## src/include/rv_macros.svh

```systemverilog
`ifndef RV_MACROS_SVH
`define RV_MACROS_SVH

////////////////////
// Core sizing
////////////////////

// Register and data path width
`define RV_XLEN 32

// Instruction ROM depth in words, PC wraps at this size
`define RV_IMEM_WORDS 64

// Data RAM depth in words, addresses wrap at this size
`define RV_DMEM_WORDS 64

`endif

```

## src/rtl/rvCtrlPkg.sv

```systemverilog
`default_nettype none

package rvCtrlPkg;

  // ALU function select
  typedef enum logic [3:0] {
    aluAdd,
    aluSub,
    aluSll,
    aluSlt,
    aluSltu,
    aluXor,
    aluSrl,
    aluSra,
    aluOr,
    aluAnd,
    aluPassB
  } aluOpE;

  // Source of ALU operand A
  typedef enum logic [1:0] {
    aRs1,
    aPc,
    aZero
  } aSelE;

  // Immediate layout in the instruction word
  typedef enum logic [2:0] {
    immI,
    immS,
    immB,
    immU,
    immJ
  } immFmtE;

  // Register writeback source
  typedef enum logic [1:0] {
    wbAlu,
    wbMem,
    wbPcPlus4
  } wbSelE;

endpackage

`default_nettype wire

```

## src/rtl/alu.sv

```systemverilog
`default_nettype none

`include "rv_macros.svh"

module alu (
  input  logic [`RV_XLEN-1:0] a,
  input  logic [`RV_XLEN-1:0] b,
  input  rvCtrlPkg::aluOpE    aluOp,
  output logic [`RV_XLEN-1:0] result,
  output logic                zero,
  output logic                lt,
  output logic                ltu
);

  logic [4:0] shamt;

  // Only low five bits shift
  assign shamt = b[4:0];

  // Compare flags, independent of the operation
  assign zero = (a == b);
  assign lt   = $signed(a) < $signed(b);
  assign ltu  = a < b;

  ////////////////////
  // Function select
  ////////////////////
  always_comb begin
    case (aluOp)
      rvCtrlPkg::aluAdd:   result = a + b;
      rvCtrlPkg::aluSub:   result = a - b;
      rvCtrlPkg::aluSll:   result = a << shamt;
      // Set-less-than reuses the flags
      rvCtrlPkg::aluSlt:   result = {{(`RV_XLEN - 1){1'b0}}, lt};
      rvCtrlPkg::aluSltu:  result = {{(`RV_XLEN - 1){1'b0}}, ltu};
      rvCtrlPkg::aluXor:   result = a ^ b;
      rvCtrlPkg::aluSrl:   result = a >> shamt;
      rvCtrlPkg::aluSra:   result = $unsigned($signed(a) >>> shamt);
      rvCtrlPkg::aluOr:    result = a | b;
      rvCtrlPkg::aluAnd:   result = a & b;
      // LUI path
      rvCtrlPkg::aluPassB: result = b;
      default:             result = '0;
    endcase
  end

endmodule

`default_nettype wire

```

## config.mk

```make
export PLATFORM = sky130hd
export DESIGN_NAME = alu
export DESIGN_NICKNAME = d
export VERILOG_FILES = /design/src/rtl/rvCtrlPkg.sv /design/src/rtl/alu.sv
export VERILOG_INCLUDE_DIRS = /design/src /design/src/include
export SDC_FILE = /design/constraint.sdc
export NUM_CORES = 1
export LEC_CHECK = 0
export BUFFER_PORTS_ARGS = -buffer_cell sky130_fd_sc_hd__buf_2
export CORE_MARGIN = 5
export CORE_UTILIZATION = 60
export DETAILED_ROUTE_END_ITERATION = 16
export MAX_ROUTING_LAYER = met4
export PLACE_DENSITY = 0.87
export SYNTH_ARGS = -nofsm -noshare
export SYNTH_HDL_FRONTEND = slang
export SYNTH_SLANG_ARGS = --single-unit
```

## constraint.sdc

```tcl
create_clock -name vclk -period 4.4
set_input_delay 0.22 -clock vclk [all_inputs]
set_output_delay 0.22 -clock vclk [all_outputs]
set_load 0.01 [all_outputs]
```

# Yosys cells after proc, flatten, opt, wreduce, memory -nomap -nowiden
# Cells that the tools add are included.
# totals
ff_bits	0
latch_bits	0
ramBits	0
rom_bits	0
in_bits	68
output_inout_bits	35
word_cells	23
n_memories	0
# classes
add_sub_neg	2
mul	0
div_mod_pow	0
magnitude_cmp	2
eq_ne	11
shift	3
muxes	1
n_bitwise	3
n_reduce_logical	1
# op_table
cell	count
$pmux W32 S11	1
$lt A32 B32 Y1	2
$add A32 B32 Y32	1
$and A32 B32 Y32	1
$eq A32 B32 Y1	1
$or A32 B32 Y32	1
$shl A32 B5 Y32	1
$shr A32 B5 Y32	1
$sshr A32 B5 Y32	1
$sub A32 B32 Y32	1
$xor A32 B32 Y32	1
$eq A4 B3 Y1 const B	4
$eq A4 B4 Y1 const B	3
$eq A4 B2 Y1 const B	2
$eq A4 B1 Y1 const B	1
$logic_not A4 Y1	1

# Logic depth before layout (Yosys ltp)
# depth
word_depth	2
depth_mapped	14
mapped_depth_nobuf	11

# Worst setup path before layout
# Ideal clock, no wire load.
# synth_timing
path_type	in2out
start	input port b[2]
end	output port result[0]
arrival_ps	3479
t_required_ps	4180
path_slack_ps	701
stages	14
path_buffers	4
cell_sequence	clkbuf_1 inv_1 buf_2 buf_2 clkbuf_1 ha_1 nor3_2 or3_4 a2111o_1 o211ai_2 a21oi_2 a21boi_0 o21ai_1 o41ai_1
# synth_between
elab_chain_len	2
word_cells_on_any_way	6
cone_classes	order compare (2); shift (3); mux (1)
# synth_lines
element	line_no	source
start: declaration	alu.sv:7	input logic [`RV_XLEN-1:0] b,
$lt A32 B32 Y1 (tied with other cells)	alu.sv:23	assign ltu = a < b;
$pmux W32 S11 (*)	alu.sv:29	case (aluOp)
end: declaration	alu.sv:9	output logic [`RV_XLEN-1:0] result,
# Every way passes the cells marked *; elsewhere a longest branch is shown, timed or not.

# Worst setup path after layout
# layout_timing
start	input port b[1]
end	output port result[29]
# layout_between
elab_chain_len	2
word_cells_on_any_way	6
cone_classes	add/sub (2); shift (3); mux (1)
# layout_lines
element	line_no	source
$sub A32 B32 Y32 (tied with other cells)	alu.sv:31	rvCtrlPkg::aluSub: result = a - b;
$pmux W32 S11 (*)	alu.sv:29	
# Marked as above.

==> out/results.txt <==
Top cell type's share of synthesized area = 0.136
Crit Path Category = in2out
DIE WIDTH = 133 um
Largest net degree at the start of global routing = 93
Die area = 17,700 um^2
Worst Slack Setup Final = 0.512 ns
Cell Area, Synth = 9110 um^2
Worst EP arrival = 3.67 ns
Number of global-route vias before repair = 10,900
Initial Utilization = 0.606
Top-count cell post-synth = nor2_1
DR iter-0 viols = 2,135
Synth warn = 0
Final slew viol count = 0
Yosys top cell by area = ha_1
Sequential share of the synthesized area = 0
Setup WS pre-CTS = 0.749 ns
# resized after CTS = 0
First-pass GRT wire length = 63,800 um
Via/cell ratio = 7.71
Share of layout cells above drive strength 1 = 0.166
Post-route design area = 9700 um^2
Commonest cells in the netlist = nor2_1, a21oi_1, nand2_1
Drt drc = 0
Core Box Area = 15,000 um^2
Area delta synth->final = 6.48%
Global-route usage over all layers = 0.467
Mapped Cells = 1,356
Period utilization = 0.884
Final Util = 0.645
Worst setup startpoint = b[1]
GPL Wtd Cong = 1.16
Via count = 12,100
Hold path startpoint = b[27]
Setup repair after global routing missed its margin = no
Placed Area = 9700 um^2
Syn Area/Cell = 6.72 um^2
Fillers = 1,462
Synth cell types = 78
Setup repair bufs after CTS = 0
Reg area = 0 um^2
I/O Pins = 103
Die Ht = 133 um
Nets = 1,548
Critical path endpoint category = primary output
Final wirelength = 43,100 um
Core Rows = 45
Fin crit period = 3.89 ns
Hold buffers post-CTS = 0
Status = completed
Fmax = 257 MHz
Max cap viols = 0
Number of flip-flops and latches = 0
Final TNS setup = 0 ns
Number of setup violations in the final report = 0
Pre-Repair DR Iteration Count = 8
Initial antenna violation count = 2
Syn_nets = 1,525
CLK BUF = 0
Slew HR = 0.246
Drt wl/cell = 27.5 um
CP endpoint = result[29]
Worst hold-check path type = in2out
Main area contributors after synthesis = ha_1, mux4_2, a21oi_1
Crit Path Max Fanout = 92
Number of routed nets with antenna violations = 0
Dpl hpwl = 33,300 um
Final Hold Viols = 0
Worst Tran Pin Value = 1.13 ns
Port Buffer Count = 103
CP Launch Type = input port
Grt ovf = 0
Critical Path RT = 4.18 ns
placed cells by master, fill, tap and decap left out, drive strengths merged, types with 11 or more instances in the layout:
cell type,instances
a22oi,25
o21bai,11
nand3,30
or2,12
o2111ai,13
mux2,26
mux2i,33
o21ai,85
a211oi,26
and2,11
nor4,13
inv,98
ha,99
nor2b,13
a21o,24
a211o,11
o31ai,12
a21oi,135
a221o,13
nor2,156
a221oi,24
o211ai,29
buf,131
o221ai,18
nand2,117
nor3,22
a31oi,22
mux4,37
o22ai,18
worst min path at each step:
stage,to,slack (ns),depth (start not counted)
2_1_floorplan,result[9],0.69,3
3_3_place_gp,result[27],0.89,5
3_5_place_dp,result[27],0.91,5
4_1_cts,result[27],0.91,5
5_1_grt,result[27],0.96,5
6_report,result[27],0.91,5
logic make-up after synthesis:
| logic type | count (synthesis) | synth area share |
|---|---|---|
| buffers and inverters | 210 | 0.0917 |
| AND/OR/NAND/NOR | 423 | 0.214 |
| AO/OA/AOI/OAI | 524 | 0.392 |
| multiplexers | 96 | 0.160 |
| XOR/XNOR | 2 | 0.00192 |
| adder cells (fa/ha/maj) | 101 | 0.140 |
per-layer routing:
metal,vias to the layer above,global-route usage,routed length (um)
met3,219,0.124,7150
met4,0,0.196,2650
met2,1130,0.668,17300
met1,5563,0.621,16000
met5,-,-,0
li1,5168,-,-
worst max-delay path, stage by stage:
cell	delay, ns
buf_4	0.10
buf_4	0.81
mux2i_1	0.24
mux2_2	0.34
a21oi_1	0.50
mux2i_1	0.21
o211ai_1	0.41
or3_1	0.22
nor3_1	0.06
o31ai_1	0.29
buf_2	0.19
layout make-up:
type,count,area [um^2],area share
Multi-Input combinational cell,1146,8330,0.859
Timing Repair Buffer,131,753,0.0776
Inverter,100,375,0.0387
Tap cell,188,235,0.0242
Antenna cell,2,5.00,0.000516
stage by stage:
stage | hold slack (ns) | instances
final | 0.908 | 1567
after global routing | 0.964 | 1567
after CTS | 0.912 | 1565
after detailed placement | 0.913 | 1565
after global placement | 0.895 | 1565
after floorplan | 0.685 | 1356
