## src/include/rv_macros.svh

```systemverilog
`ifndef RV_MACROS_SVH
`define RV_MACROS_SVH

////////////////////
// Core sizing
////////////////////

// Register and data path width
`define RV_XLEN 32

// Instruction ROM depth in words, PC wraps at this size
`define RV_IMEM_WORDS 64

// Data RAM depth in words, addresses wrap at this size
`define RV_DMEM_WORDS 64

`endif

```

## src/rtl/regFile.sv

```systemverilog
`default_nettype none

`include "rv_macros.svh"

module regFile (
  input  logic                clk,
  input  logic                arstN,
  input  logic                we,
  input  logic [4:0]          rs1Addr,
  input  logic [4:0]          rs2Addr,
  input  logic [4:0]          rdAddr,
  input  logic [`RV_XLEN-1:0] rdData,
  output logic [`RV_XLEN-1:0] rs1Data,
  output logic [`RV_XLEN-1:0] rs2Data
);

  // x1..x31, x0 has no storage
  logic [`RV_XLEN-1:0] regs [1:31];

  // Write port, rd 0 already filtered by the decoder
  always_ff @(posedge clk or negedge arstN) begin
    if (!arstN) begin
      for (int i = 1; i < 32; i++) begin
        regs[i] <= '0;
      end
    end else if (we) begin
      regs[rdAddr] <= rdData;
    end
  end

  // Read ports, old value on same-cycle write
  assign rs1Data = (rs1Addr == 5'd0) ? '0 : regs[rs1Addr];
  assign rs2Data = (rs2Addr == 5'd0) ? '0 : regs[rs2Addr];

endmodule

`default_nettype wire

```

## config.mk

```make
export PLATFORM = sky130hd
export DESIGN_NAME = regFile
export DESIGN_NICKNAME = d
export VERILOG_FILES = /design/src/rtl/regFile.sv
export VERILOG_INCLUDE_DIRS = /design/src /design/src/include
export SDC_FILE = /design/constraint.sdc
export NUM_CORES = 2
export LEC_CHECK = 0
export ABC_CLOCK_PERIOD_IN_PS = 5200
export BUFFER_PORTS_ARGS = -buffer_cell sky130_fd_sc_hd__buf_2
export CORE_AREA = 10 10 299 301
export CTS_BUF_LIST = sky130_fd_sc_hd__clkbuf_4 sky130_fd_sc_hd__clkbuf_8
export CTS_CLUSTER_SIZE = 16
export DETAILED_ROUTE_END_ITERATION = 12
export DIE_AREA = 0 0 309 311
export PLACE_DENSITY = 0.82
export SYNTH_ARGS = -nofsm -noshare
export SYNTH_HDL_FRONTEND = slang
export SYNTH_SLANG_ARGS = --single-unit
```

## constraint.sdc

```tcl
create_clock -name clk -period 5.2 [get_ports clk]
set_clock_uncertainty 0.05 [all_clocks]
set_input_delay 0.78 -clock clk [delete_from_list [all_inputs] [get_ports clk]]
set_output_delay 0.78 -clock clk [all_outputs]
set_load 0.02 [all_outputs]
```

* Yosys cells after proc, flatten, opt, wreduce, memory -nomap -nowiden *
Index checks and enable logic that the tools add are counted.
Widths: inputs -> output; s select.

storage, ports and cells
  output and inout port bits = 64
  flip-flop bits (word level) = 992
  bits of input ports = 50
  logic and storage cells = 52

operators by class
  reduce and logical (&&, ||, !) cells = 3
  bitwise operators = 3
  magnitude comparators = 4
  muxes and demuxes = 11

operators with widths
  operator            number
  $bwmux 992          1
  $bmux 32 s5         2
  $mux 32             7
  $demux 32 s5        1
  $ge 6x6->1 const B  3
  $not 5->6           3
  $logic_not 5->1     2
  $lt 6x1->1 const B  1
  $logic_and 1x1->1   1

* Longest topological paths before layout *
  depth after elaboration = 6
  gate-level depth with buffers = 9
  depth with buffers taken out = 4

* Worst setup path before layout *
OpenSTA, ideal clock, no wires.

  path type = input to output
  start point = input rs2Addr[0]
  end point = output rs2Data[3]
  arrival = 2.330 ns
  buffers on the path = 3
  required time = 4.370 ns
  path slack = 2.040 ns
  cell stages on the path = 7
  cell sequence = buf_2 > buf_6 > buf_6 > mux4_2 > mux2i_1 > a22o_1 > a211oi_1

between the ends
  longest elaborated chain between the ends = 5

ends and longest elaborated chain
  item                                         RTL line       text
  start: declaration                           regFile.sv:10  input logic [4:0] rs2Addr,
  $not 5->6 (implied by the code)              regFile.sv:33  assign rs2Data = (rs2Addr == 5'd0) ? '0 : regs[rs2Addr];
  $bmux 32 s5                                  regFile.sv:33
  $mux 32 (implied by the code) (2 in series)  regFile.sv:33
  $mux 32 (*)                                  regFile.sv:33
  end: declaration                             regFile.sv:14  output logic [`RV_XLEN-1:0] rs2Data

Every way passes the cells marked *; elsewhere a longest branch is shown, timed or not. The select of a mux whose other input is x is not followed.

* Worst setup path in the final report *
  start point = input rs1Addr[3]
  end point = output rs1Data[0]

between the ends
  longest elaborated chain between the ends = 5

ends and longest elaborated chain
  item                                         RTL line       text
  start: declaration                           regFile.sv:9   input logic [4:0] rs1Addr,
  $not 5->6 (implied by the code)              regFile.sv:32  assign rs1Data = (rs1Addr == 5'd0) ? '0 : regs[rs1Addr];
  $bmux 32 s5                                  regFile.sv:32
  $mux 32 (implied by the code) (2 in series)  regFile.sv:32
  $mux 32 (*)                                  regFile.sv:32
  end: declaration                             regFile.sv:13  output logic [`RV_XLEN-1:0] rs1Data,

Marked as above.

==> flow_metrics.tcl <==
set metrics [dict create \
    area_growth_pct 8.93 \
    yosys.area.top_type_share 0.463 \
    combPwrFrac 0.215 \
    synth_common_cells "mux2_2, dfrtp_1, mux4_2" \
    yosysSeqAreaShare 0.463 \
    hold_violations 0 \
    worst_ir_drop_vdd_mv 0.339 \
    ys_warn_count 0 \
    cp.required_ns 4.37 \
    drt_drc_violations_left 0 \
    place_inst 4554 \
    synth_most_common_cell "mux2_2" \
    vias 36100 \
    grt_pass1_wl_mm 243 \
    final_nets 3692 \
    globalplace.congestion 0.877 \
    ys_ff_latch 992 \
    drive_gt1_frac 0.526 \
    largest_register_ffs 992 \
    core_area_sq_mm 0.0833 \
    num-fill-cells 5382 \
    synth.area.top_cells "dfrtp_1, mux2_2, mux4_2" \
    tightestPinTransition_ns 1.39 \
    slew-limit-headroom 0.0724 \
    top_regs "regs x992" \
    yosysUniqueCellTypes 42 \
    cts_tree "built" \
    clock-root-buffer "clkbuf_8" \
    end_kind "primary output" \
    synth_nets 3698 \
    pwr_density_cell_mw_per_mm2 389 \
    antenna_left 0 \
    crit_fanout 13 \
    via_per_inst 7.43 \
    grtUsageTotal 0.335 \
    p_clk_frac 0.327 \
    synthArstFlopShare 1.00 \
    internal-power_mw 16.2 \
    slew_violations 0 \
    grt_max_degree 162 \
    fin_cells 4854 \
    clkSlewWorstSetupHoldPaths_ns 0.05 \
    row_count 106 \
    cts_buffer_depth 3 \
    synth_edf_count 0 \
    wire_per_inst_um 33.2 \
    r2r_end "regs[939]" \
    p_sw_frac 0.288 \
    timing.fmax_mhz 234 \
    grt_remaining_overflow 0 \
    avgSynthCellArea_sq_um 14.7 \
    synthCells 3648 \
    synth_ff_type "dfrtp_1" \
    htreeDepth 4 \
    cts_made_buffers 165 \
    rr_startpoint "regs[939]" \
    seqPwrFrac 0.458 \
    die_w_um 309 \
    tns_ns 0 \
    cts-resized-gates 0 \
    p_leak_nw 25.9 \
    die_h_um 311 \
    ff2ff_path_depth 1 \
    cap_violations 0 \
    p_sw_mw 6.56 \
    wl_mm 161 \
    setup_viol 0 \
    rsz0062_at_grt "no" \
    hpwl_mm 96.9 \
    grt_pass1_vias 37800 \
    crit_arrival_ns 3.44 \
    insertion_delay_ns 0.83 \
    regMostFlops "regs" \
    critPathKind "in2out" \
    crit_end "rs1Data[0]" \
    clkSinkCount 992 \
    min_period_over_period 0.821 \
    die_area_sq_mm 0.0961 \
    firstDrtPassIters 6 \
    post-synth-top-area-cell "dfrtp_1" \
    synth_area_sq_mm 0.0536 \
    status "finished clean" \
    port_buffers 113 \
    ios 114 \
    initial_utilization 0.644 \
    drtIter0Drc 4015 \
    rrSetupSlack_ns 4.33 \
    fin_crit_ns 4.27 \
    antenna_found_initial 8 \
    crit_path_start_kind "primary input" \
    hp-class "reg2reg" \
    critical_path.startpoint "rs1Addr[3]" \
]
-- logic make-up (layout without fill, tap and decap cells) --
group,count (synthesis),count (layout),share of synthesized area
AOI/OAI and AO/OA,269,269,0.0405
buffers and inverters,393,511,0.0359
DFF,992,992,0.463
muxes,1728,1728,0.433
other,0,8,0
and+or+nand+nor,266,266,0.0276
-- metal layers --
metal | vias up | GRT usage | part of all wire
met1 | 19100 | 0.444 | 0.38
li1 | 14100 | - | -
met2 | 2276 | 0.500 | 0.46
met3 | 611 | 0.0831 | 0.10
met5 | - | 0 | 0
met4 | 0 | 0.192 | 0.061
-- timing repair --
action	4_1_cts	5_1_grt
hold endpoints to repair	77	0
setup buffers	0	0
hold buffers	1	0
-- critical path: stages --
cell,delay [ns]
buf_2,0.29
buf_4,0.33
nand2b_1,1.09
o211ai_1,0.61
buf_2,0.33
-- metrics by stage --
step / setup WS (ns) / total power [mW] / cell area (sq um) / hold WS, ns / util
after floorplan: 2.04 / 13.8 / 53600 / 0.434 / -
after global placement: 1.07 / 14.9 / 54900 / 0.449 / 0.659
after detailed placement: 1.11 / 15.3 / 54900 / 0.460 / 0.659
after CTS: 1.11 / 22.7 / 58400 / 0.413 / 0.701
after global routing: 0.920 / 23.6 / 58400 / 0.476 / 0.701
final: 0.930 / 22.7 / 58400 / 0.471 / 0.701
-- worst min-delay path by stage --
stage	start	end	slack (ns)	cells after the start
after detailed placement	regs[816]	regs[816]	0.46	1
after global routing	regs[432]	regs[432]	0.48	1
after floorplan	arstN	regs[0]	0.43	0
after CTS	rdData[16]	regs[880]	0.41	2
after global placement	regs[909]	regs[909]	0.45	1
final	regs[45]	regs[45]	0.47	1
-- power by group through the flow --
stage / clock network [mW] / logic [mW] / registers, mW
floorplan: 0 / 3.74 / 10.1
global placement: 0 / 4.64 / 10.3
detailed placement: 0 / 4.84 / 10.5
CTS: 7.48 / 4.86 / 10.4
global route: 7.84 / 5.19 / 10.6
finish: 7.43 / 4.88 / 10.4
-- placed cells by master, fill, tap and decap left out, types with 30 or more instances in the layout --
cell type  count
clkbuf_8     200
nor2b_1       40
clkbuf_4      56
nor3_1        30
buf_2        104
nand3_1       36
mux4_2       368
mux2i_1      295
a221oi_1      37
mux2_2      1065
buf_4         86
dfrtp_1      992
a22oi_1       96
-- cell type report --
class	count	area, sq um	share of cell area
multi-input cells	2263	27100	0.463
clock buffers	256	3170	0.0543
repair buffers	215	1620	0.0277
flip-flops and latches	992	24800	0.425
diodes	8	20.0	0.000343
clock inverters	35	363	0.00621
well taps	1080	1350	0.0231
inverters	5	18.8	0.000321
Power figures use the tool's default switching activity.
