<file path="config.mk">
export PLATFORM = sky130hd
export DESIGN_NAME = immGen
export DESIGN_NICKNAME = d
export VERILOG_FILES = /design/src/rtl/rvCtrlPkg.sv /design/src/rtl/immGen.sv
export VERILOG_INCLUDE_DIRS = /design/src /design/src/include
export SDC_FILE = /design/constraint.sdc
export NUM_CORES = 1
export LEC_CHECK = 0
export BUFFER_PORTS_ARGS = -buffer_cell sky130_fd_sc_hd__buf_4
export CAP_MARGIN = 20
export CORE_UTILIZATION = 36
export DETAILED_ROUTE_END_ITERATION = 8
export PLACE_DENSITY = 0.87
export RECOVER_POWER = 25
export SLEW_MARGIN = 20
export SYNTH_ARGS = -nofsm -noshare
export SYNTH_HDL_FRONTEND = slang
export SYNTH_SLANG_ARGS = --single-unit
</file>
<file path="constraint.sdc">
create_clock -name vclk -period 1.1
set_clock_uncertainty 0.05 [all_clocks]
set_input_delay 0.11 -clock vclk [all_inputs]
set_output_delay 0.11 -clock vclk [all_outputs]
set_load 0.05 [all_outputs]
</file>
<file path="src/include/rv_macros.svh">
`ifndef RV_MACROS_SVH
`define RV_MACROS_SVH

////////////////////
// Core sizing
////////////////////

// Register and data path width
`define RV_XLEN 32

// Instruction ROM depth in words, PC wraps at this size
`define RV_IMEM_WORDS 64

// Data RAM depth in words, addresses wrap at this size
`define RV_DMEM_WORDS 64

`endif

</file>
<file path="src/rtl/rvCtrlPkg.sv">
`default_nettype none

package rvCtrlPkg;

  // ALU function select
  typedef enum logic [3:0] {
    aluAdd,
    aluSub,
    aluSll,
    aluSlt,
    aluSltu,
    aluXor,
    aluSrl,
    aluSra,
    aluOr,
    aluAnd,
    aluPassB
  } aluOpE;

  // Source of ALU operand A
  typedef enum logic [1:0] {
    aRs1,
    aPc,
    aZero
  } aSelE;

  // Immediate layout in the instruction word
  typedef enum logic [2:0] {
    immI,
    immS,
    immB,
    immU,
    immJ
  } immFmtE;

  // Register writeback source
  typedef enum logic [1:0] {
    wbAlu,
    wbMem,
    wbPcPlus4
  } wbSelE;

endpackage

`default_nettype wire

</file>
<file path="src/rtl/immGen.sv">
`default_nettype none

`include "rv_macros.svh"

module immGen (
  input  logic [`RV_XLEN-1:0] instr,
  input  rvCtrlPkg::immFmtE   immFmt,
  output logic [`RV_XLEN-1:0] imm
);

  logic sign;

  assign sign = instr[31];

  always_comb begin
    case (immFmt)
      rvCtrlPkg::immS: begin
        imm = {{20{sign}}, instr[31:25], instr[11:7]};
      end
      rvCtrlPkg::immB: begin
        // Halfword offset, bit 0 implied
        imm = {{19{sign}}, sign, instr[7], instr[30:25], instr[11:8], 1'b0};
      end
      rvCtrlPkg::immU: begin
        imm = {instr[31:12], 12'b0};
      end
      rvCtrlPkg::immJ: begin
        imm = {{11{sign}}, sign, instr[19:12], instr[20], instr[30:21], 1'b0};
      end
      default: begin
        // I format, shifts use only the low five bits in the ALU
        imm = {{20{sign}}, instr[31:20]};
      end
    endcase
  end

endmodule

`default_nettype wire

</file>
==> metrics.md, run 1 <==
| Metric | Value |
|---|---|
| Status | `aborted with a tool error` |
| Failed at | `4_1_cts` |
| Error | `[ERROR DPL-0038] Utilization greater than 100%, impossible to legalize` |
| Register area share after synthesis | `0%` |
| Mapped Cells | `90` |
| Cell variety after synth | `25` |
| Cell Area, Synth | `between 500 and 600 um2` |
| HPWL Detailed | `approximately 1.9 mm` |
| Avg Inst Size Synth | `6.576 um2` |
| Post-CTS Repair Setup Buffers | `11` |
| PortBufs | `60` |
| Ports | `between 60 and 70` |
| Die Height | `roughly 43 um` |
| Dpl ws | `-421.3 ps` |
| Syn_nets | `125` |
| Num rows | `14` |
| Die width | `roughly 43 um` |
| Post-CTS sizing | `56` |
| Initial Utilization | `between 30% and 40%` |
| Hold buffers post-CTS | `0` |
| Placer Congestion | `approximately 0.76` |
| Yosys Warn Count | `0` |
==> logic make-up after synthesis <==
family	Yosys count	share of synthesized area (%)
compound gates	42	47.15
simple gates	32	36.15
buf+inv	14	13.32
mux	2	3.383
==> per-stage QoR <==
stage	instance area, um2	instances
2_1_floorplan	815.8	90
3_5_place_dp	1300	164
3_3_place_gp	1300	164
==> cells in the mapped netlist, types with 2 or more instances <==
master     n  area [um2]
a22o_1     2       17.52
nand2b_1   2       12.51
inv_1      2       7.510
nor2_1     8       30.03
a21oi_1    6       30.03
clkbuf_1   2       7.510
mux2i_1    2       20.02
nor2b_1    8       50.05
o21ai_0    6       30.03
nand2_1    3       11.26
o22ai_1    8       50.05
and3b_1    4       35.03
buf_2      5       25.02
buf_4      3       22.52
a211oi_1   8       60.06
a21o_1    11       82.58
and4bb_2   2       25.02
==> run 2: changes to the inputs <==
--- a/config.mk
+++ b/config.mk
@@ -8,9 +8,10 @@
 export LEC_CHECK = 0
 export BUFFER_PORTS_ARGS = -buffer_cell sky130_fd_sc_hd__buf_4
 export CAP_MARGIN = 20
-export CORE_UTILIZATION = 36
+export CORE_AREA = 2 2 63 65
 export DETAILED_ROUTE_END_ITERATION = 8
-export PLACE_DENSITY = 0.87
+export DIE_AREA = 0 0 65 67
+export PLACE_DENSITY_LB_ADDON = 0.15
 export RECOVER_POWER = 25
 export SLEW_MARGIN = 20
 export SYNTH_ARGS = -nofsm -noshare
==> metrics.md, run 2 <==
| Metric | Value |
|---|---|
| Hold WC Path Type | `primary input to output pin` |
| Tcrit/Tclk final | `122.6%` |
| Number of global-route vias before repair | `about 1000` |
| Fin. max-slew vios | `0` |
| Psw | `~680 uW` |
| Register area share after synthesis | `0% (unchanged)` |
| Fin crit period | `roughly 1300 ps` |
| Global-route wire length before repair | `4.574 mm` |
| WP data required | `940 ps` |
| Post-DR vias/cell | `around 4.7` |
| CP Capture Type | `output pin` |
| HPWL Detailed | `2.020 mm (+7.3%)` |
| Seq_cells | `0` |
| Final hold viol count | `0` |
| Syn_nets | `125 (unchanged)` |
| Via count | `a little under 1000` |
| Synth top area share | `13.95% (unchanged)` |
| DRC viols | `0` |
| Ratio of cells with drive above 1 in the final layout | `around 87%` |
| Final-layout fill cell count | `327` |
| Die width | `65 um (+53%)` |
| Largest net degree at the start of global routing | `17` |
| Final setup viols | `31` |
| Antenna-violating nets left | `0` |
| Largest cells by area after synthesis | `a21o_1 14%, a211oi_1 10%, nor2b_1 8.5%` |
| Register Area | `0 um2` |
| Most frequent cells in the layout | `38 x buf_6, 35 x buf_4, 10 x a21o_4` |
| Die area | `~4400 um2` |
| Placer Congestion | `0.6559 (-13%)` |
| Hold buffers post-CTS | `0 (unchanged)` |
| Area growth from synthesis to layout | `218.0%` |
| PD cells | `652.5 nW/um2` |
| Post-synth top cells | `11 x a21o_1, 8 x a211oi_1, 8 x nor2_1, 8 x nor2b_1, 8 x o22ai_1` |
| RSZ-0062 raised after global routing | `yes` |
| Critical Path Fanout Max | `8` |
| Initial Utilization | `16.41% (-22 points)` |
| Overflow after GRT | `0` |
| Drt first pass iters | `4` |
| Wire per inst | `~14 um` |
| Max Cap Viol | `0` |
| Cell Area, Synth | `591.8 um2 (unchanged)` |
| Slowest cell on crit path | `or3b_4` |
| Crit path max-delay family | `simple AND/OR/NAND/NOR gates` |
| Switching part of the total | `between 50% and 60%` |
| Total Nets Final | `200` |
| Final WL | `2.885 mm` |
| Critical-path cell list | `buf_6 -> buf_6 -> or3b_4 -> nor2_4 -> a211oi_4 -> buf_6` |
| Ports | `67 (unchanged)` |
| Worst path most repeated cell | `buf_6` |
| PortBufs | `60 (unchanged)` |
| Clock share of power | `0%` |
| Avg Inst Size Synth | `6.576 um2 (unchanged)` |
| Worst Setup SP | `immFmt[1]` |
| WS Path Type | `primary input to output pin` |
| Max incr delay on CP | `510 ps` |
| Hold Path Stages | `3` |
| Mapped Cells | `90 (unchanged)` |
| Core box area | `3606 um2` |
| Most common cell after layout, fill and taps aside | `buf_6` |
| Worst Setup Start Kind | `primary input` |
| 1st-iter DRT viols | `11` |
| Yosys Warn Count | `0 (unchanged)` |
| # clk buffers | `0` |
| Cell variety after synth | `25 (unchanged)` |
| Lkg Pwr | `0.8243 nW` |
| Dpl ws | `-540.5 ps (-119.1 ps)` |
| Fmax | `~0.74 GHz` |
| Crit path DAT | `roughly 1200 ps` |
| Endpoint of the worst hold path | `imm[30]` |
| Num rows | `22 (+8)` |
| Worst hold start | `instr[30]` |
| Combinational share of power | `between 90% and 100%` |
| Area leader, netlist | `a21o_1` |
| Peak supply drop | `0.2871 mV` |
| Slew Limit Headroom | `between 80% and 90%` |
| Worst hold slack | `approximately 500 ps` |
| GRT Total Usage | `12.81%` |
| Worst-margin pin slew | `between 200 and 300 ps` |
| Failing checks | `negative setup slack` |
| Most frequent cell after synthesis | `a21o_1` |
| Internal | `between 500 and 600 uW` |
| Final worst setup slack | `-248.8 ps` |
| Reg power frac | `0%` |
| Worst path bufs/invs | `3` |
| Status | `finished, violations left` |
| Die Height | `67 um (+57%)` |
| Initial antenna violation count | `0` |
| Ant diodes | `0` |
[run 2: how the worst max path moves through the flow]
| stage | end | slack [ps] | cells past startpoint |
|---|---|---|---|
| after global routing | imm[17] | -290 | 7 |
| after detailed placement | imm[17] | -540 | 6 |
| final | imm[15] | -250 | 6 |
| after floorplan | imm[12] | -290 | 4 |
| after CTS | imm[15] | -250 | 6 |
| after global placement | imm[17] | -520 | 6 |
[run 2: power by group through the flow]
stage                     sequential [mW]  clock (mW)  combinational [mW]
after floorplan                         0           0               0.677
after global placement                  0           0               0.965
after detailed placement                0           0               0.972
after CTS                               0           0                1.16
after global routing                    0           0                1.28
final                                   0           0                1.23
[run 2: worst min-delay path: stages]
cell and delay [ps]:
buf_4 90, a21o_4 100, buf_6 140
[run 2: through the flow]
| step | instance area, um2 | cells | TNS (ps) | total power, mW | utilization, % |
|---|---|---|---|---|---|
| floorplan | 815.8 | 90 | -3532 | 0.6771 | - |
| global placement | 1350 | 199 | -12090 | 0.9652 | 37.44 |
| detailed placement | 1350 | 199 | -12330 | 0.9718 | 37.44 |
| CTS | 1725 | 207 | -4721 | 1.163 | 47.85 |
| global route | 1882 | 211 | -6088 | 1.285 | 52.19 |
| finish | 1882 | 211 | -5222 | 1.228 | 52.19 |
[run 2: cell families after synthesis]
group / Yosys count / share of synthesized area, %
muxes: 2 / 3.383
buffers and inverters: 14 / 13.32
AOI/OAI and AO/OA: 42 / 47.15
and+or+nand+nor: 32 / 36.15
[run 2: layout make-up]
| class | instances | area (um2) | area share [%] |
|---|---|---|---|
| well taps | 48 | 60.06 | 3.191 |
| repair buffers | 85 | 890.9 | 47.34 |
| multi-input cells | 76 | 920.9 | 48.94 |
| inverters | 2 | 10.01 | 0.5319 |
[run 2: what timing repair did]
| item | 4_1_cts | 5_1_grt |
|---|---|---|
| resized for setup | 80 | 29 |
| endpoints found under the setup margin | 31 | 31 |
| pin swaps | 19 | 5 |
| setup buffers | 8 | 6 |
[run 2: per-layer routing]
| layer | GRT usage, % | share of wire, % | vias up |
|---|---|---|---|
| li1 | - | - | 479 |
| met1 | 14.69 | 38 | 469 |
| met2 | 25.13 | 54 | 41 |
| met3 | 2.703 | 7.7 | 0 |
| met4 | 0.7979 | 0 | 0 |
| met5 | 0 | 0 | - |
No activity file was read; power rests on OpenSTA's default activity.
==> run 3: changes to the inputs <==
--- a/config.mk
+++ b/config.mk
@@ -12,7 +12,6 @@
 export DETAILED_ROUTE_END_ITERATION = 8
 export DIE_AREA = 0 0 65 67
 export PLACE_DENSITY_LB_ADDON = 0.15
-export RECOVER_POWER = 25
 export SLEW_MARGIN = 20
 export SYNTH_ARGS = -nofsm -noshare
 export SYNTH_HDL_FRONTEND = slang
==> metrics.md, run 3 (synthesis results as in run 2) <==
| Metric | Value |
|---|---|
| Status | `finished, violations left` |
| Failing checks | `negative setup slack` |
| PortBufs | `60 (unchanged)` |
| Worst-margin pin slew | `278.8 ps (unchanged)` |
| Global-route wire length before repair | `4.574 mm (unchanged)` |
| WP data required | `940 ps (about the same)` |
| Fin crit period | `1349 ps (unchanged)` |
| Most common cell after layout, fill and taps aside | `buf_6` |
| WL met2 | `1.573 mm (about the same)` |
| Fmax | `0.7414 GHz (unchanged)` |
| Register Area | `0 um2 (unchanged)` |
| Uppermost layer routed | `met3` |
| Area growth from synthesis to layout | `218.4%` |
| Ports | `67 (unchanged)` |
| Crit path DAT | `1190 ps (about the same)` |
| Ratio of cells with drive above 1 in the final layout | `86.50% (unchanged)` |
| Largest net degree at the start of global routing | `17 (unchanged)` |
| CP Capture Type | `output pin` |
| Lkg Pwr | `0.8249 nW (about the same)` |
| Tcrit/Tclk final | `122.6% (unchanged)` |
| Placed cells | `199 (unchanged)` |
| Final setup viols | `31 (unchanged)` |
| TNS Setup | `-5222 ps (unchanged)` |
| Die area | `4355 um2 (unchanged)` |
| Number of global-route vias before repair | `1035 (unchanged)` |
| 1st-iter DRT viols | `11 (unchanged)` |
| Initial Utilization | `16.41% (unchanged)` |
| PD cells | `652.3 nW/um2 (about the same)` |
| Worst hold slack | `503.7 ps (unchanged)` |
| Final WL | `2.885 mm (unchanged)` |
| # clk buffers | `0 (unchanged)` |
| Non-Filler Instances | `211 (unchanged)` |
| Antenna-violating nets left | `0 (unchanged)` |
| Final worst setup slack | `-248.8 ps (unchanged)` |
| Total Nets Final | `200 (unchanged)` |
| Max Cap Viol | `0 (unchanged)` |
| Post-DR vias/cell | `4.687 (unchanged)` |
| DRC viols | `0 (unchanged)` |
| GRT Total Usage | `12.81% (unchanged)` |
| Peak supply drop | `0.2871 mV (about the same)` |
| Final hold viol count | `0 (unchanged)` |
| WS Path Type | `primary input to output pin` |
| Die width | `65 um (unchanged)` |
| Die Height | `67 um (unchanged)` |
| Most frequent cells in the layout | `38 x buf_6, 36 x buf_4, 10 x a21o_4` |
| Ant diodes | `0 (unchanged)` |
| M1 WL | `1.089 mm (about the same)` |
| Core box area | `3606 um2 (unchanged)` |
| Initial antenna violation count | `0 (unchanged)` |
| HPWL Detailed | `2.020 mm (unchanged)` |
| Routed length on met3 | `222 um (unchanged)` |
| Critical Path Fanout Max | `8 (unchanged)` |
| Hold WC Path Type | `primary input to output pin` |
| Placer Congestion | `0.6559 (unchanged)` |
| Via count | `989 (unchanged)` |
| Num rows | `22 (unchanged)` |
| Seq_cells | `0 (unchanged)` |
| Fin. max-slew vios | `0 (unchanged)` |
| Drt first pass iters | `4 (unchanged)` |
| Slew Limit Headroom | `81.41% (unchanged)` |
| RSZ-0062 raised after global routing | `yes` |
| Overflow after GRT | `0 (unchanged)` |
| Worst Setup Start Kind | `primary input` |
| Wire per inst | `13.67 um (unchanged)` |
-- run 3: cell types whose count changed in the layout (fill, tap and decap cells not counted) --
cell      delta
buf_4        +1
clkbuf_2     -1
-- run 3: cell type report --
type	count	area [um2]
fillers	326	1722
well taps	48	60.06
repair buffers	85	893.4
inverters	2	10.01
multi-input cells	76	920.9
-- run 3: repair_timing --
item,4_1_cts,5_1_grt
endpoints found under the setup margin,31,31
pin swaps,19,5
gates resized for setup,80,29
setup buffers,8,6
hold buffers,0,0
-- run 3: path summary, 6_finish.rpt --
check | from | to | cells after the start
hold / removal | instr[30] | imm[30] | 3
setup / recovery | immFmt[1] | imm[15] | 6
-- run 3: routing by layer --
| metal | vias up | global-route usage (%) |
|---|---|---|
| li1 | 479 | - |
| met1 | 469 | 14.69 |
| met2 | 41 | 25.13 |
| met3 | 0 | 2.703 |
| met4 | 0 | 0.7979 |
| met5 | - | 0 |
-- run 3: power breakdown --
| part | total (mW) | switching, mW | leakage [nW] | internal, mW |
|---|---|---|---|---|
| clock network | 0 | 0 | 0 | 0 |
| registers | 0 | 0 | 0 | 0 |
| logic | 1.23 | 0.679 | 0.825 | 0.550 |
| total | 1.23 | 0.679 | 0.825 | 0.550 |
-- run 3: per-stage QoR --
step                area [um2]  utilization, %  worst slack, ps  power [mW]
floorplan                815.8               -           -293.6      0.6771
global placement          1350           37.44           -515.9      0.9652
detailed placement        1350           37.44           -540.5      0.9718
CTS                       1725           47.85           -247.3       1.163
global route              1884           52.26           -285.3       1.286
finish                    1884           52.26           -248.8       1.229
-- run 3: critical path, cell delays in order --
cell	delay (ps)
buf_6	90
buf_6	110
or3b_4	510
nor2_4	160
a211oi_4	40
buf_6	160
==> run 4: changes to the inputs <==
--- a/config.mk
+++ b/config.mk
@@ -11,6 +11,7 @@
 export CORE_AREA = 2 2 63 65
 export DETAILED_ROUTE_END_ITERATION = 8
 export DIE_AREA = 0 0 65 67
+export GPL_TIMING_DRIVEN = 0
 export PLACE_DENSITY_LB_ADDON = 0.15
 export SLEW_MARGIN = 20
 export SYNTH_ARGS = -nofsm -noshare
==> metrics.md, run 4 (synthesis results as in run 2) <==
| Metric | Value |
|---|---|
| Largest net degree at the start of global routing | `11 (-6)` |
| Core box area | `3606 um2 (unchanged)` |
| Dpl ws | `-624.2 ps (-83.75 ps)` |
| Antenna-violating nets left | `0 (unchanged)` |
| CP Depth | `7 (+1)` |
| Critical Path Fanout Max | `8 (unchanged)` |
| Total Nets Final | `195 (-2.5%)` |
| Die area | `4355 um2 (unchanged)` |
| Peak supply drop | `0.3082 mV (+7.3%)` |
| Placer Congestion | `0.6696 (+2.1%)` |
| Area growth from synthesis to layout | `203.4%` |
| Critical-path cell list | `buf_12 -> and3b_1 -> buf_6 -> nor3_4 -> buf_12 -> a211oi_4 -> buf_6` |
| Lkg Pwr | `0.7929 nW (-3.9%)` |
| Final setup viols | `30 (-3.2%)` |
| Register Area | `0 um2 (unchanged)` |
| Global-route wire length before repair | `4.602 mm (+0.61%)` |
| WS Path Type | `primary input to output pin` |
| Crit path max-delay family | `buffers and inverters` |
| Dpl cell area | `1326 um2 (-1.8%)` |
| Fin crit period | `1282 ps (-66.99 ps)` |
| Overflow after GRT | `0 (unchanged)` |
| Status | `finished, violations left` |
| Initial antenna violation count | `0 (unchanged)` |
| GRT Total Usage | `12.88% (+0.071 points)` |
| Ports | `67 (unchanged)` |
| Final-layout fill cell count | `336 (+3.1%)` |
| Ratio of cells with drive above 1 in the final layout | `82.28% (-4.2 points)` |
| Worst Setup Start Kind | `primary input` |
| Area of the multi-input gates | `857.1 um2 (-6.9%)` |
| PortBufs | `60 (unchanged)` |
| PD cells | `672.4 nW/um2 (+3.1%)` |
| Die width | `65 um (unchanged)` |
| Non-Filler Instances | `206 (-2.4%)` |
| Final hold viol count | `0 (unchanged)` |
| Fin. max-slew vios | `0 (unchanged)` |
| Fmax | `0.7801 GHz (+5.2%)` |
| # clk buffers | `0 (unchanged)` |
| Worst-margin pin slew | `294.9 ps (+16.07 ps)` |
| Most frequent cells in the layout | `32 x buf_4, 26 x buf_6, 16 x buf_8` |
| Max incr delay on CP | `210 ps (-300 ps)` |
| 1st-iter DRT viols | `40 (+29)` |
| Final worst setup slack | `-181.9 ps (+66.99 ps)` |
| Slowest cell on crit path | `and3b_1` |
| Failing checks | `negative setup slack` |
| RSZ-0062 raised after global routing | `yes` |
| Hold buffers post-CTS | `0 (unchanged)` |
| Seq_cells | `0 (unchanged)` |
| HPWL Detailed | `1.992 mm (-1.4%)` |
| Drt first pass iters | `2 (-2)` |
| Number of global-route vias before repair | `967 (-6.6%)` |
| Fin area | `1795 um2 (-4.7%)` |
| Max Cap Viol | `0 (unchanged)` |
| Wire per inst | `13.99 um (+2.3%)` |
| Hold WC Path Type | `primary input to output pin` |
| Crit path DAT | `1120 ps (-70 ps)` |
| Hold Path Stages | `3 (unchanged)` |
| Most common cell after layout, fill and taps aside | `buf_4` |
| Post-DR vias/cell | `4.636 (-1.1%)` |
| Worst path bufs/invs | `4 (+1)` |
| Num rows | `22 (unchanged)` |
| Final WL | `2.882 mm (-0.10%)` |
| Tcrit/Tclk final | `116.5% (-6.1 points)` |
| Via count | `955 (-3.4%)` |
| Initial Utilization | `16.41% (unchanged)` |
| Ant diodes | `0 (unchanged)` |
| DRC viols | `0 (unchanged)` |
| Worst hold slack | `496.5 ps (-7.178 ps)` |
| WP data required | `940 ps (about the same)` |
| Slew Limit Headroom | `80.34% (-1.1 points)` |
| CP Capture Type | `output pin` |
| Placed cells | `198 (-0.50%)` |
| Die Height | `67 um (unchanged)` |
-- run 4: changes by cell type in the layout (fill, tap and decap cells not counted), sizes merged --
cell    before  now
clkbuf       0    3
buf         85   77
-- run 4: cell type report --
class / instances / area share, %
inverter: 2 / 0.4181
multi-input combinational: 76 / 47.74
timing repair buffer: 71 / 43.14
buffer: 9 / 5.366
tap: 48 / 3.345
-- run 4: where the power goes --
group	total, mW	switching, mW	internal (mW)
sequential	0	0	0
combinational	1.21	0.666	0.541
clock	0	0	0
total	1.21	0.666	0.541
-- run 4: per-stage QoR --
stage | power (mW) | utilization (%) | TNS (ps)
floorplan | 0.6771 | - | -3532
global route | 1.259 | 49.79 | -4555
CTS | 1.140 | 45.73 | -3457
detailed placement | 0.9632 | 36.78 | -10730
global placement | 0.9553 | 36.78 | -10370
finish | 1.207 | 49.79 | -3246
-- run 4: per-layer routing --
layer	track usage, %	routed length [um]
met3	1.014	183
met5	0	0
met1	18.01	1269
met2	22.81	1430
met4	0	0
-- run 4: path summary, 6_finish.rpt --
path	from	end	slack, ps
worst max-delay path	immFmt[2]	imm[13]	-180
worst min-delay path	instr[28]	imm[28]	500
-- run 4: what timing repair did --
action	4_1_cts	5_1_grt
pin swaps	7	7
endpoints found under the setup margin	25	31
buffers inserted	6	4
gates cloned	1	1
resized for setup	73	31
