**src/include/rv_macros.svh**
```systemverilog
`ifndef RV_MACROS_SVH
`define RV_MACROS_SVH

////////////////////
// Core sizing
////////////////////

// Register and data path width
`define RV_XLEN 32

// Instruction ROM depth in words, PC wraps at this size
`define RV_IMEM_WORDS 64

// Data RAM depth in words, addresses wrap at this size
`define RV_DMEM_WORDS 64

`endif

```
**src/rtl/rvIsaPkg.sv**
```systemverilog
`default_nettype none

package rvIsaPkg;

  // Major opcodes of the supported RV32I subset
  typedef enum logic [6:0] {
    opLui    = 7'b0110111,
    opAuipc  = 7'b0010111,
    opJal    = 7'b1101111,
    opJalr   = 7'b1100111,
    opBranch = 7'b1100011,
    opLoad   = 7'b0000011,
    opStore  = 7'b0100011,
    opOpImm  = 7'b0010011,
    opOp     = 7'b0110011
  } opcodeE;

  // Branch conditions in funct3
  typedef enum logic [2:0] {
    f3Beq  = 3'b000,
    f3Bne  = 3'b001,
    f3Blt  = 3'b100,
    f3Bge  = 3'b101,
    f3Bltu = 3'b110,
    f3Bgeu = 3'b111
  } branchF3E;

  // Load and store widths in funct3
  typedef enum logic [2:0] {
    memByte  = 3'b000,
    memHalf  = 3'b001,
    memWord  = 3'b010,
    memByteU = 3'b100,
    memHalfU = 3'b101
  } memF3E;

  // ALU groups in funct3 for OP and OP-IMM
  typedef enum logic [2:0] {
    f3AddSub = 3'b000,
    f3Sll    = 3'b001,
    f3Slt    = 3'b010,
    f3Sltu   = 3'b011,
    f3Xor    = 3'b100,
    f3Srl    = 3'b101,
    f3Or     = 3'b110,
    f3And    = 3'b111
  } aluF3E;

endpackage

`default_nettype wire

```
**src/rtl/rvCtrlPkg.sv**
```systemverilog
`default_nettype none

package rvCtrlPkg;

  // ALU function select
  typedef enum logic [3:0] {
    aluAdd,
    aluSub,
    aluSll,
    aluSlt,
    aluSltu,
    aluXor,
    aluSrl,
    aluSra,
    aluOr,
    aluAnd,
    aluPassB
  } aluOpE;

  // Source of ALU operand A
  typedef enum logic [1:0] {
    aRs1,
    aPc,
    aZero
  } aSelE;

  // Immediate layout in the instruction word
  typedef enum logic [2:0] {
    immI,
    immS,
    immB,
    immU,
    immJ
  } immFmtE;

  // Register writeback source
  typedef enum logic [1:0] {
    wbAlu,
    wbMem,
    wbPcPlus4
  } wbSelE;

endpackage

`default_nettype wire

```
**src/rtl/controlUnit.sv**
```systemverilog
`default_nettype none

`include "rv_macros.svh"

module controlUnit (
  input  logic                arstN,
  input  logic [`RV_XLEN-1:0] instr,
  input  logic                zero,
  input  logic                lt,
  input  logic                ltu,
  output rvCtrlPkg::aluOpE    aluOp,
  output rvCtrlPkg::aSelE     aSel,
  output logic                bSelImm,
  output rvCtrlPkg::immFmtE   immFmt,
  output logic                memWe,
  output rvIsaPkg::memF3E     memF3,
  output rvCtrlPkg::wbSelE    wbSel,
  output logic                regWe,
  output logic                pcSel,
  output logic                jalrTarget
);

  rvIsaPkg::opcodeE opcode;
  logic [2:0]       funct3;
  logic             funct7b5;
  logic [4:0]       rd;
  logic             regWeRaw;
  logic             memWeRaw;
  logic             isBranch;
  logic             isJump;
  logic             taken;
  rvCtrlPkg::aluOpE aluFn;

  // Instruction fields
  assign opcode   = rvIsaPkg::opcodeE'(instr[6:0]);
  assign funct3   = instr[14:12];
  assign funct7b5 = instr[30];
  assign rd       = instr[11:7];
  assign memF3    = rvIsaPkg::memF3E'(funct3);

  ////////////////////
  // ALU function from funct3/funct7
  ////////////////////
  always_comb begin
    case (rvIsaPkg::aluF3E'(funct3))
      // SUB only exists in register form
      rvIsaPkg::f3AddSub: begin
        aluFn = (opcode == rvIsaPkg::opOp && funct7b5) ? rvCtrlPkg::aluSub : rvCtrlPkg::aluAdd;
      end
      rvIsaPkg::f3Sll:  aluFn = rvCtrlPkg::aluSll;
      rvIsaPkg::f3Slt:  aluFn = rvCtrlPkg::aluSlt;
      rvIsaPkg::f3Sltu: aluFn = rvCtrlPkg::aluSltu;
      rvIsaPkg::f3Xor:  aluFn = rvCtrlPkg::aluXor;
      // Arithmetic shift in both forms
      rvIsaPkg::f3Srl:  aluFn = funct7b5 ? rvCtrlPkg::aluSra : rvCtrlPkg::aluSrl;
      rvIsaPkg::f3Or:   aluFn = rvCtrlPkg::aluOr;
      default:          aluFn = rvCtrlPkg::aluAnd;
    endcase
  end

  ////////////////////
  // Main decode
  ////////////////////
  always_comb begin
    // No-op defaults, also used for undefined opcodes
    aluOp    = rvCtrlPkg::aluAdd;
    aSel     = rvCtrlPkg::aRs1;
    bSelImm  = 1'b0;
    immFmt   = rvCtrlPkg::immI;
    wbSel    = rvCtrlPkg::wbAlu;
    regWeRaw = 1'b0;
    memWeRaw = 1'b0;
    isBranch = 1'b0;
    isJump   = 1'b0;
    jalrTarget = 1'b0;
    case (opcode)
      rvIsaPkg::opLui: begin
        // 0 + imm through passB
        aSel     = rvCtrlPkg::aZero;
        aluOp    = rvCtrlPkg::aluPassB;
        bSelImm  = 1'b1;
        immFmt   = rvCtrlPkg::immU;
        regWeRaw = 1'b1;
      end
      rvIsaPkg::opAuipc: begin
        aSel     = rvCtrlPkg::aPc;
        bSelImm  = 1'b1;
        immFmt   = rvCtrlPkg::immU;
        regWeRaw = 1'b1;
      end
      rvIsaPkg::opJal: begin
        aSel     = rvCtrlPkg::aPc;
        bSelImm  = 1'b1;
        immFmt   = rvCtrlPkg::immJ;
        wbSel    = rvCtrlPkg::wbPcPlus4;
        regWeRaw = 1'b1;
        isJump   = 1'b1;
      end
      rvIsaPkg::opJalr: begin
        // Target is rs1 + imm out of the ALU
        bSelImm    = 1'b1;
        wbSel      = rvCtrlPkg::wbPcPlus4;
        regWeRaw   = 1'b1;
        isJump     = 1'b1;
        jalrTarget = 1'b1;
      end
      rvIsaPkg::opBranch: begin
        // ALU compares rs1 with rs2, target from the fetch adder
        aluOp    = rvCtrlPkg::aluSub;
        immFmt   = rvCtrlPkg::immB;
        isBranch = 1'b1;
      end
      rvIsaPkg::opLoad: begin
        bSelImm  = 1'b1;
        wbSel    = rvCtrlPkg::wbMem;
        regWeRaw = 1'b1;
      end
      rvIsaPkg::opStore: begin
        bSelImm  = 1'b1;
        immFmt   = rvCtrlPkg::immS;
        memWeRaw = 1'b1;
      end
      rvIsaPkg::opOpImm: begin
        aluOp    = aluFn;
        bSelImm  = 1'b1;
        regWeRaw = 1'b1;
      end
      rvIsaPkg::opOp: begin
        aluOp    = aluFn;
        regWeRaw = 1'b1;
      end
      default: begin
      end
    endcase
  end

  ////////////////////
  // Branch decision
  ////////////////////
  always_comb begin
    case (rvIsaPkg::branchF3E'(funct3))
      rvIsaPkg::f3Beq:  taken = zero;
      rvIsaPkg::f3Bne:  taken = !zero;
      rvIsaPkg::f3Blt:  taken = lt;
      rvIsaPkg::f3Bge:  taken = !lt;
      rvIsaPkg::f3Bltu: taken = ltu;
      rvIsaPkg::f3Bgeu: taken = !ltu;
      default:          taken = 1'b0;
    endcase
  end

  assign pcSel = isJump || (isBranch && taken);

  // No writes to x0 and none while reset is held
  assign regWe = regWeRaw && (rd != 5'd0) && arstN;
  assign memWe = memWeRaw && arstN;

endmodule

`default_nettype wire

```
**config.mk**
```make
export PLATFORM = sky130hd
export DESIGN_NAME = controlUnit
export DESIGN_NICKNAME = d
export VERILOG_FILES = /design/src/rtl/rvIsaPkg.sv /design/src/rtl/rvCtrlPkg.sv /design/src/rtl/controlUnit.sv
export VERILOG_INCLUDE_DIRS = /design/src /design/src/include
export SDC_FILE = /design/constraint.sdc
export NUM_CORES = 1
export LEC_CHECK = 0
export ABC_CLOCK_PERIOD_IN_PS = 2850
export BUFFER_PORTS_ARGS = -buffer_cell sky130_fd_sc_hd__buf_2
export CORE_AREA = 2 2 39 41
export DETAILED_ROUTE_END_ITERATION = 8
export DIE_AREA = 0 0 41 43
export PLACE_DENSITY_LB_ADDON = 0.08
export SLEW_MARGIN = 30
export SYNTH_ARGS = -nofsm -noshare
export SYNTH_HDL_FRONTEND = slang
export SYNTH_SLANG_ARGS = --single-unit
```
**constraint.sdc**
```tcl
create_clock -name vclk -period 2.85
set_clock_uncertainty 0.15 [all_clocks]
set_input_delay 0.855 -clock vclk [all_inputs]
set_output_delay 0.855 -clock vclk [all_outputs]
set_load 0.05 [all_outputs]
```
Word level (Yosys, flattened, before mapping)
Cells that the tools add are included.

word-level totals
  output and inout bits = 19
  word-level logic and storage cells = 47
  flip-flop bits (word level) = 0
  bits of input ports = 36

cells by class
  mux-type cells = 14
  equality and inequality tests = 16
  reductions and logical operators = 17

operators with widths
  operator                                                               number
  4-bit case mux with 7 select lines                                     1
  7-bit by 6-bit equality test with 1-bit output, second input constant  3
  7-bit equality test, second input constant                             3
  7-bit by 5-bit equality test with 1-bit output, second input constant  2
  7-bit OR reduction                                                     2
  3-bit equality test, second input constant                             4
  3-bit case mux with 4 select lines                                     1
  4-bit case mux with 3 select lines                                     1
  1-bit two-way mux                                                      8
  2-bit case mux with 2 select lines                                     2
  2-bit OR reduction                                                     4
  7-bit by 2-bit equality test with 1-bit output, second input constant  1
  3-bit by 2-bit equality test with 1-bit output, second input constant  2
  1-bit case mux with 6 select lines                                     1
  1-bit logical AND                                                      5
  5-bit nonzero test                                                     1
  3-bit by 1-bit equality test with 1-bit output, second input constant  1
  1-bit logical NOT                                                      3
  3-bit logical NOT                                                      1
  1-bit logical OR                                                       1

Depth between registers and ports, before layout
Gate-level depths: netlist of run 1.

  word-level depth = 5
  mapped depth = 4
  depth with buffers taken out = 4

Worst setup path after synthesis of run 1
No wires, ideal clock.

  kind = input to output
  start = input instr[3]
  end = output immFmt[0]
  stages on the path = 2
  data arrival time = 2.514 ns
  setup slack = -0.669 ns
  cell sequence = or4_4 o21ai_0

on the way
  word-level cells in the longest chain between the ends = 3
  elaborated cells between the ends (all ways) = 7
  those cells by class = eq/ne: 5; mux: 1; reduce/logical: 1

RTL lines
  element                                                                                                           line               text
  start: declaration                                                                                                controlUnit.sv:7   input logic [`RV_XLEN-1:0] instr,
  7-bit by 5-bit equality test with 1-bit output or 7-bit by 6-bit equality test with 1-bit output (tied branches)  controlUnit.sv:76  case (opcode)
  2-bit OR reduction (no line)                                                                                      --
  3-bit case mux with 4 select lines *                                                                              controlUnit.sv:76
  end: declaration                                                                                                  controlUnit.sv:14  output rvCtrlPkg::immFmtE immFmt,

Every way passes the cells marked *; elsewhere a longest branch is shown, timed or not.

Worst setup path in the final report of run 1
  start = input instr[6]
  end = output bSelImm

on the way
  word-level cells in the longest chain between the ends = 3
  elaborated cells between the ends (all ways) = 9
  those cells by class = eq/ne: 7; mux: 1; reduce/logical: 1

RTL lines
  element                                            line               text
  7-bit equality test, or another cell as far along  controlUnit.sv:76
  7-bit OR reduction (no line) *                     --
  1-bit two-way mux *                                controlUnit.sv:76
  end: declaration                                   controlUnit.sv:13  output logic bSelImm,

Marked as above.

==> results of run 1 <==
-- final timing paths --
path | from | endpoint | slack (ns) | depth (start not counted)
worst max-delay path | instr[6] | bSelImm | -0.09 | 4
worst min-delay path | instr[4] | wbSel[0] | 1.88 | 3
-- power groups by stage --
stage	Combinational, mW	Clock [mW]	Sequential, mW
detailed placement	0.0833	0	0
finish	0.0928	0	0
CTS	0.0894	0	0
global placement	0.0818	0	0
floorplan	0.0471	0	0
global route	0.100	0	0
-- per-stage QoR --
stage / cells / power, mW / instance area, um^2 / setup TNS, ns
global placement: 116 / 0.0818 / 712 / -1.18
CTS: 116 / 0.0894 / 795 / -0.231
finish: 116 / 0.0928 / 845 / -0.274
floorplan: 53 / 0.0471 / 434 / -1.13
global route: 116 / 0.100 / 845 / -0.691
detailed placement: 116 / 0.0833 / 712 / -1.37
-- area by class of cell --
class | count | area, um^2
tap | 16 | 20.0
multi-input combinational | 46 | 418
timing repair buffer | 51 | 392
fill | 143 | 539
inverter | 3 | 15.0
-- timing repair --
| item | 4_1_cts | 5_1_grt |
|---|---|---|
| pin swaps | 5 | 5 |
| setup buffers | 0 | 1 |
| setup endpoints to repair | 12 | 13 |
| gates resized for setup | 28 | 16 |
| hold endpoints to repair | 0 | 0 |
-- cells by family (layout without fill, tap and decap cells) --
logic type,after synthesis,after routing,synth area share (%)
muxes,1,1,2.86
and+or+nand+nor,28,28,52.9
AOI/OAI and AO/OA,14,14,25.7
xor gates and xnor gates,3,3,7.50
buffers and inverters,7,54,11.1
-- cells in the final DEF, fill, tap and decap left out, drive strengths merged --
master	instances
and2	3
or4b	1
o22ai	1
mux2i	1
nand3b	2
nor3	3
or2b	1
nand3	2
xnor2	3
a31oi	1
inv	2
clkinvlp	1
buf	51
o211ai	1
a211o	1
nand4b	1
and4b	1
nand2	4
nor2	3
o21ai	6
and3	2
a21oi	1
o31a	1
nand2b	2
or4	2
nor2b	1
o31ai	1
o2bb2ai	1
-- cells in the mapped netlist --
library cell and instances:
nor2_1 2, o21ai_0 6, nand3b_1 2, nand2b_1 2, o2bb2ai_1 1, o31ai_1 1
and2_1 2, xnor2_1 3, o31a_1 1, nor2_2 1, or4_1 1, or4b_1 1
mux2i_1 1, nor2b_4 1, a211o_2 1, a21oi_1 1, nor3_1 3, and3_2 2
buf_2 1, o211ai_1 1, o22ai_1 1, and4b_1 1, buf_4 3, nand3_1 2
or4_4 1, and2_2 1, or2b_1 1, a31oi_1 1, nand2_1 4, inv_1 3
nand4b_1 1
-- routing by layer --
layer / routed length [um] / up-vias / global-route usage, %
li1: - / 290 / -
met1: 487 / 276 / 17.7
met2: 834 / 21 / 34.1
met3: 89 / 0 / 0.524
met4: 0 / 0 / 0
met5: 0 / - / 0
==> metrics.md, run 1 <==
| Metric | Value |
|---|---|
| Status | `finished, violations left` |
| Failing checks | `setup timing` |
| Dominant cell type by area after synthesis | `o21ai_0` |
| Core footprint | `0.00138 mm^2` |
| Initial DRT Pass Iterations | `2` |
| Synth Net Count | `89` |
| Worst Path Max Fanout | `4` |
| Slowest stage delay, CP | `0.56 ns` |
| Port Buf Inserts | `39` |
| Fraction of layout cells with a size suffix above 1 | `75.0%` |
| Fin crit period | `2.94 ns` |
| Gr usage total | `16.6%` |
| FMAX | `340 MHz` |
| Tcrit/Tclk final | `103%` |
| Gr ovfl total | `0` |
| Die Y | `43 um` |
| Final Hold Slack | `1.88 ns` |
| Max-slew violations | `0` |
| Number of global-route vias before repair | `545` |
| P_int | `0.0412 mW` |
| Critical path required time | `1.85 ns` |
| Final-stage net count | `138` |
| Synthesized instance count | `53` |
| RePlAce Congestion | `0.666` |
| Initial core utilization | `25.3%` |
| Antenna cells | `0` |
| Setup-failing EPs final | `6` |
| DRC errors left | `0` |
| Critical path endpoint category | `output port` |
| Largest net degree at the start of global routing | `10` |
| WP data arrival | `1.94 ns` |
| Min-Delay Path Class | `in2out` |
| Leak | `0.396 nW` |
| First-pass GRT wire length | `2150 um` |
| Syn_area_per_cell | `6.61 um^2` |
| Sw Ratio | `55.6%` |
| Post-DP HPWL | `1090 um` |
| Area share of the largest cell type after synthesis | `8.57%` |
| WL final | `1410 um` |
| Worst VDD drop | `0.0000744 V` |
| Dominant delay contributor by cell family on the critical path | `simple AND/OR/NAND/NOR gates` |
| Post-route ant nets | `0` |
| Max Cap Viol | `0` |
| Die X-Extent | `41 um` |
| Clock network fraction of design power | `0%` |
| Comb pwr share | `100.0%` |
| Setup Crit Path Kind | `in2out` |
| Fin. Hold Viols | `0` |
| Initial antenna violation count | `0` |
| # rows | `14` |
| Worst setup SP type | `input pin` |
| Switching Power | `0.0516 mW` |
| Setup ws final | `-0.0938 ns` |
| Register area | `0 um^2` |
| FF+latch count | `0` |
| I/O pin total | `55` |
| Slew @ Worst Pin | `0.249 ns` |
| Sequential-to-total area share from yosys stat | `0%` |
| Vias per inst | `5.06` |
| Total number of vias | `587` |
| Part of the power in registers | `0%` |
| Slowest cell on crit path | `or4_4` |
| Die area | `0.00176 mm^2` |
| Setup WS pre-CTS | `-0.169 ns` |
| CP cell instances | `buf_6, or4_4, o211ai_1, buf_4` |
| Clock buf count | `0` |
| Synth-to-Final Area Change | `141%` |
| Post-Syn Area | `350 um^2` |
| Worst Path Buf+Inv | `2` |
| Pwr Density | `110 mW/mm^2` |
| Util after Layout | `61.0%` |
| Relative slew slack | `83.5%` |
| Synth area leaders | `o21ai_0, xnor2_1, buf_4, nor3_1, and3_2` |
| Initial DRC Count | `2` |
| Yosys cell types | `31` |
| # hold bufs at CTS | `0` |
| RSZ-0062 raised after global routing | `yes` |
| Wirelength per Cell | `12.2 um` |
| Yosys Warn Count | `0` |
Power figures use the tool's default switching activity.
==> inputs of run 2 (changes only) <==
--- a/config.mk
+++ b/config.mk
@@ -12,6 +12,7 @@
 export DETAILED_ROUTE_END_ITERATION = 8
 export DIE_AREA = 0 0 41 43
 export PLACE_DENSITY_LB_ADDON = 0.08
+export SKIP_LAST_GASP = 1
 export SLEW_MARGIN = 30
 export SYNTH_ARGS = -nofsm -noshare
 export SYNTH_HDL_FRONTEND = slang
==> run 2 against run 1 <==
The run still ends with setup timing left. Combinational power barely moved. Total power fell by 0.18%. Routed wire length decreased by 0.28%. Sequential cell count is the same. Critical path type unchanged. Highest routed layer unchanged.
==> metrics.md, run 2 (same netlist as run 1, synthesis figures left out) <==
| Metric | Value |
|---|---|
| Status | `finished, violations left` |
| Failing checks | `setup timing` |
| Port Buf Inserts | `39 (unchanged)` |
| Gr usage total | `16.6% (unchanged)` |
| Commonest non-fill, non-tap cell in the layout | `buf_2` |
| Cells after DPL | `116 (unchanged)` |
| WP data arrival | `1.96 ns (+0.02 ns)` |
| Vias per inst | `5.03 (-0.52%)` |
| Pwr Density | `110 mW/mm^2 (+0.26%)` |
| Slowest stage delay, CP | `0.54 ns (-0.02 ns)` |
| Worst VDD drop | `0.0000735 V (-1.1%)` |
| Most frequent cells in the layout | `buf_2, buf_6, buf_4` |
| Leak | `0.397 nW (+0.31%)` |
| Met2 usage in global routing | `34.1% (unchanged)` |
| Post-Layout Cell Count | `117 (+0.86%)` |
| Register area | `0 um^2 (unchanged)` |
| Largest net degree at the start of global routing | `10 (unchanged)` |
| Util after Layout | `60.8% (-0.27 points)` |
| Final Hold Slack | `1.88 ns (+0.000210 ns)` |
| Total number of vias | `589 (+0.34%)` |
| Hold path cells | `3 (unchanged)` |
| Tcrit/Tclk final | `104% (+0.90 points)` |
| Setup TNS | `-0.309 ns (-0.0348 ns)` |
| Die Y | `43 um (unchanged)` |
| FMAX | `337 MHz (-0.86%)` |
| Fin crit period | `2.97 ns (+0.0255 ns)` |
| FF+latch count | `0 (unchanged)` |
| Final-stage net count | `139 (+0.72%)` |
| Worst setup SP type | `input pin` |
| Relative slew slack | `83.5% (unchanged)` |
| GR Util met1 | `17.7% (unchanged)` |
| Number of global-route vias before repair | `545 (unchanged)` |
| First-pass GRT wire length | `2150 um (unchanged)` |
| Crit path top cell by count | `buf_6` |
| # rows | `14 (unchanged)` |
| Hold Crit Endpoint | `wbSel[0]` |
| Setup ws final | `-0.119 ns (-0.0256 ns)` |
| Hold Startpoint | `instr[4]` |
| Grt met3 use | `0.524% (unchanged)` |
| Min-Delay Path Class | `in2out` |
| Slowest cell on crit path | `or4b_4` |
| Antenna cells | `0 (unchanged)` |
| Setup-failing EPs final | `6 (unchanged)` |
| Global routing's busiest layer | `met2` |
| Worst Path Max Fanout | `3 (-1)` |
| Die X-Extent | `41 um (unchanged)` |
| Critical path required time | `1.85 ns (about the same)` |
| Synth-to-Final Area Change | `140%` |
| Die area | `0.00176 mm^2 (unchanged)` |
| Slew @ Worst Pin | `0.249 ns (unchanged)` |
| Core footprint | `0.00138 mm^2 (unchanged)` |
| Fraction of layout cells with a size suffix above 1 | `73.3% (-1.7 points)` |
| I/O pin total | `55 (unchanged)` |
| Post-DP HPWL | `1090 um (unchanged)` |
| Clock buf count | `0 (unchanged)` |
| # hold bufs at CTS | `0 (unchanged)` |
| Initial DRC Count | `2 (unchanged)` |
| Setup WS pre-CTS | `-0.169 ns (unchanged)` |
| Fin. Hold Viols | `0 (unchanged)` |
| Initial antenna violation count | `0 (unchanged)` |
| Post-route ant nets | `0 (unchanged)` |
| Initial DRT Pass Iterations | `2 (unchanged)` |
| DRC errors left | `0 (unchanged)` |
| Max Cap Viol | `0 (unchanged)` |
| RePlAce Congestion | `0.666 (unchanged)` |
| Gr ovfl total | `0 (unchanged)` |
| Setup Crit Path Kind | `in2out` |
| CP cell instances | `buf_6, buf_4, or4b_4, a31oi_4, buf_6` |
| RSZ-0062 raised after global routing | `yes` |
| Critical path endpoint category | `output port` |
| Wirelength per Cell | `12.0 um (-1.1%)` |
| WL final | `1410 um (-0.28%)` |
| Max-slew violations | `0 (unchanged)` |
| Initial core utilization | `25.3% (unchanged)` |
## run 2: changes by cell type in the layout (fill, tap and decap cells not counted), sizes merged
cell,delta
buf,+1
## run 2: final cells by class
class | instances | area [um^2]
Fill cell | 144 | 543
Inverter | 3 | 15.0
Multi-Input combinational cell | 46 | 410
Tap cell | 16 | 20.0
Timing Repair Buffer | 52 | 395
## run 2: how the worst max path moves through the flow
stage                         from       to  slack (ns)
after global placement    instr[3]    regWe       -0.17
final                     instr[6]    regWe       -0.12
after CTS                 instr[6]  bSelImm       -0.09
after detailed placement  instr[5]    regWe       -0.17
after floorplan           instr[3]  bSelImm       -0.37
after global routing      instr[6]  bSelImm       -0.15
## run 2: where the power goes
group | internal, mW | switching [mW]
clock | 0 | 0
sequential | 0 | 0
combinational | 0.0415 | 0.0511
total | 0.0415 | 0.0511
## run 2: repair_timing
action                     CTS  global route
pin swaps                    4             4
gates resized for setup     28            13
buffers inserted             0             1
hold endpoints to repair     0             0
setup endpoints to repair   12            13
## run 2: stage by stage
stage	instance area, um^2	power (mW)
2_1_floorplan	434	0.0471
3_3_place_gp	712	0.0818
3_5_place_dp	712	0.0833
4_1_cts	795	0.0894
5_1_grt	841	0.100
6_report	841	0.0926
## run 2: per-layer routing
layer	vias up	share of wire, %
met4	0	0
li1	291	-
met5	-	0
met3	0	6.3
met1	277	34
met2	21	60
## run 2: critical path: cells and delay by family
family                 cells  cell delay [ns]
AO/OA/AOI/OAI              1             0.17
buffers and inverters      3             0.38
AND/OR/NAND/NOR            1             0.54
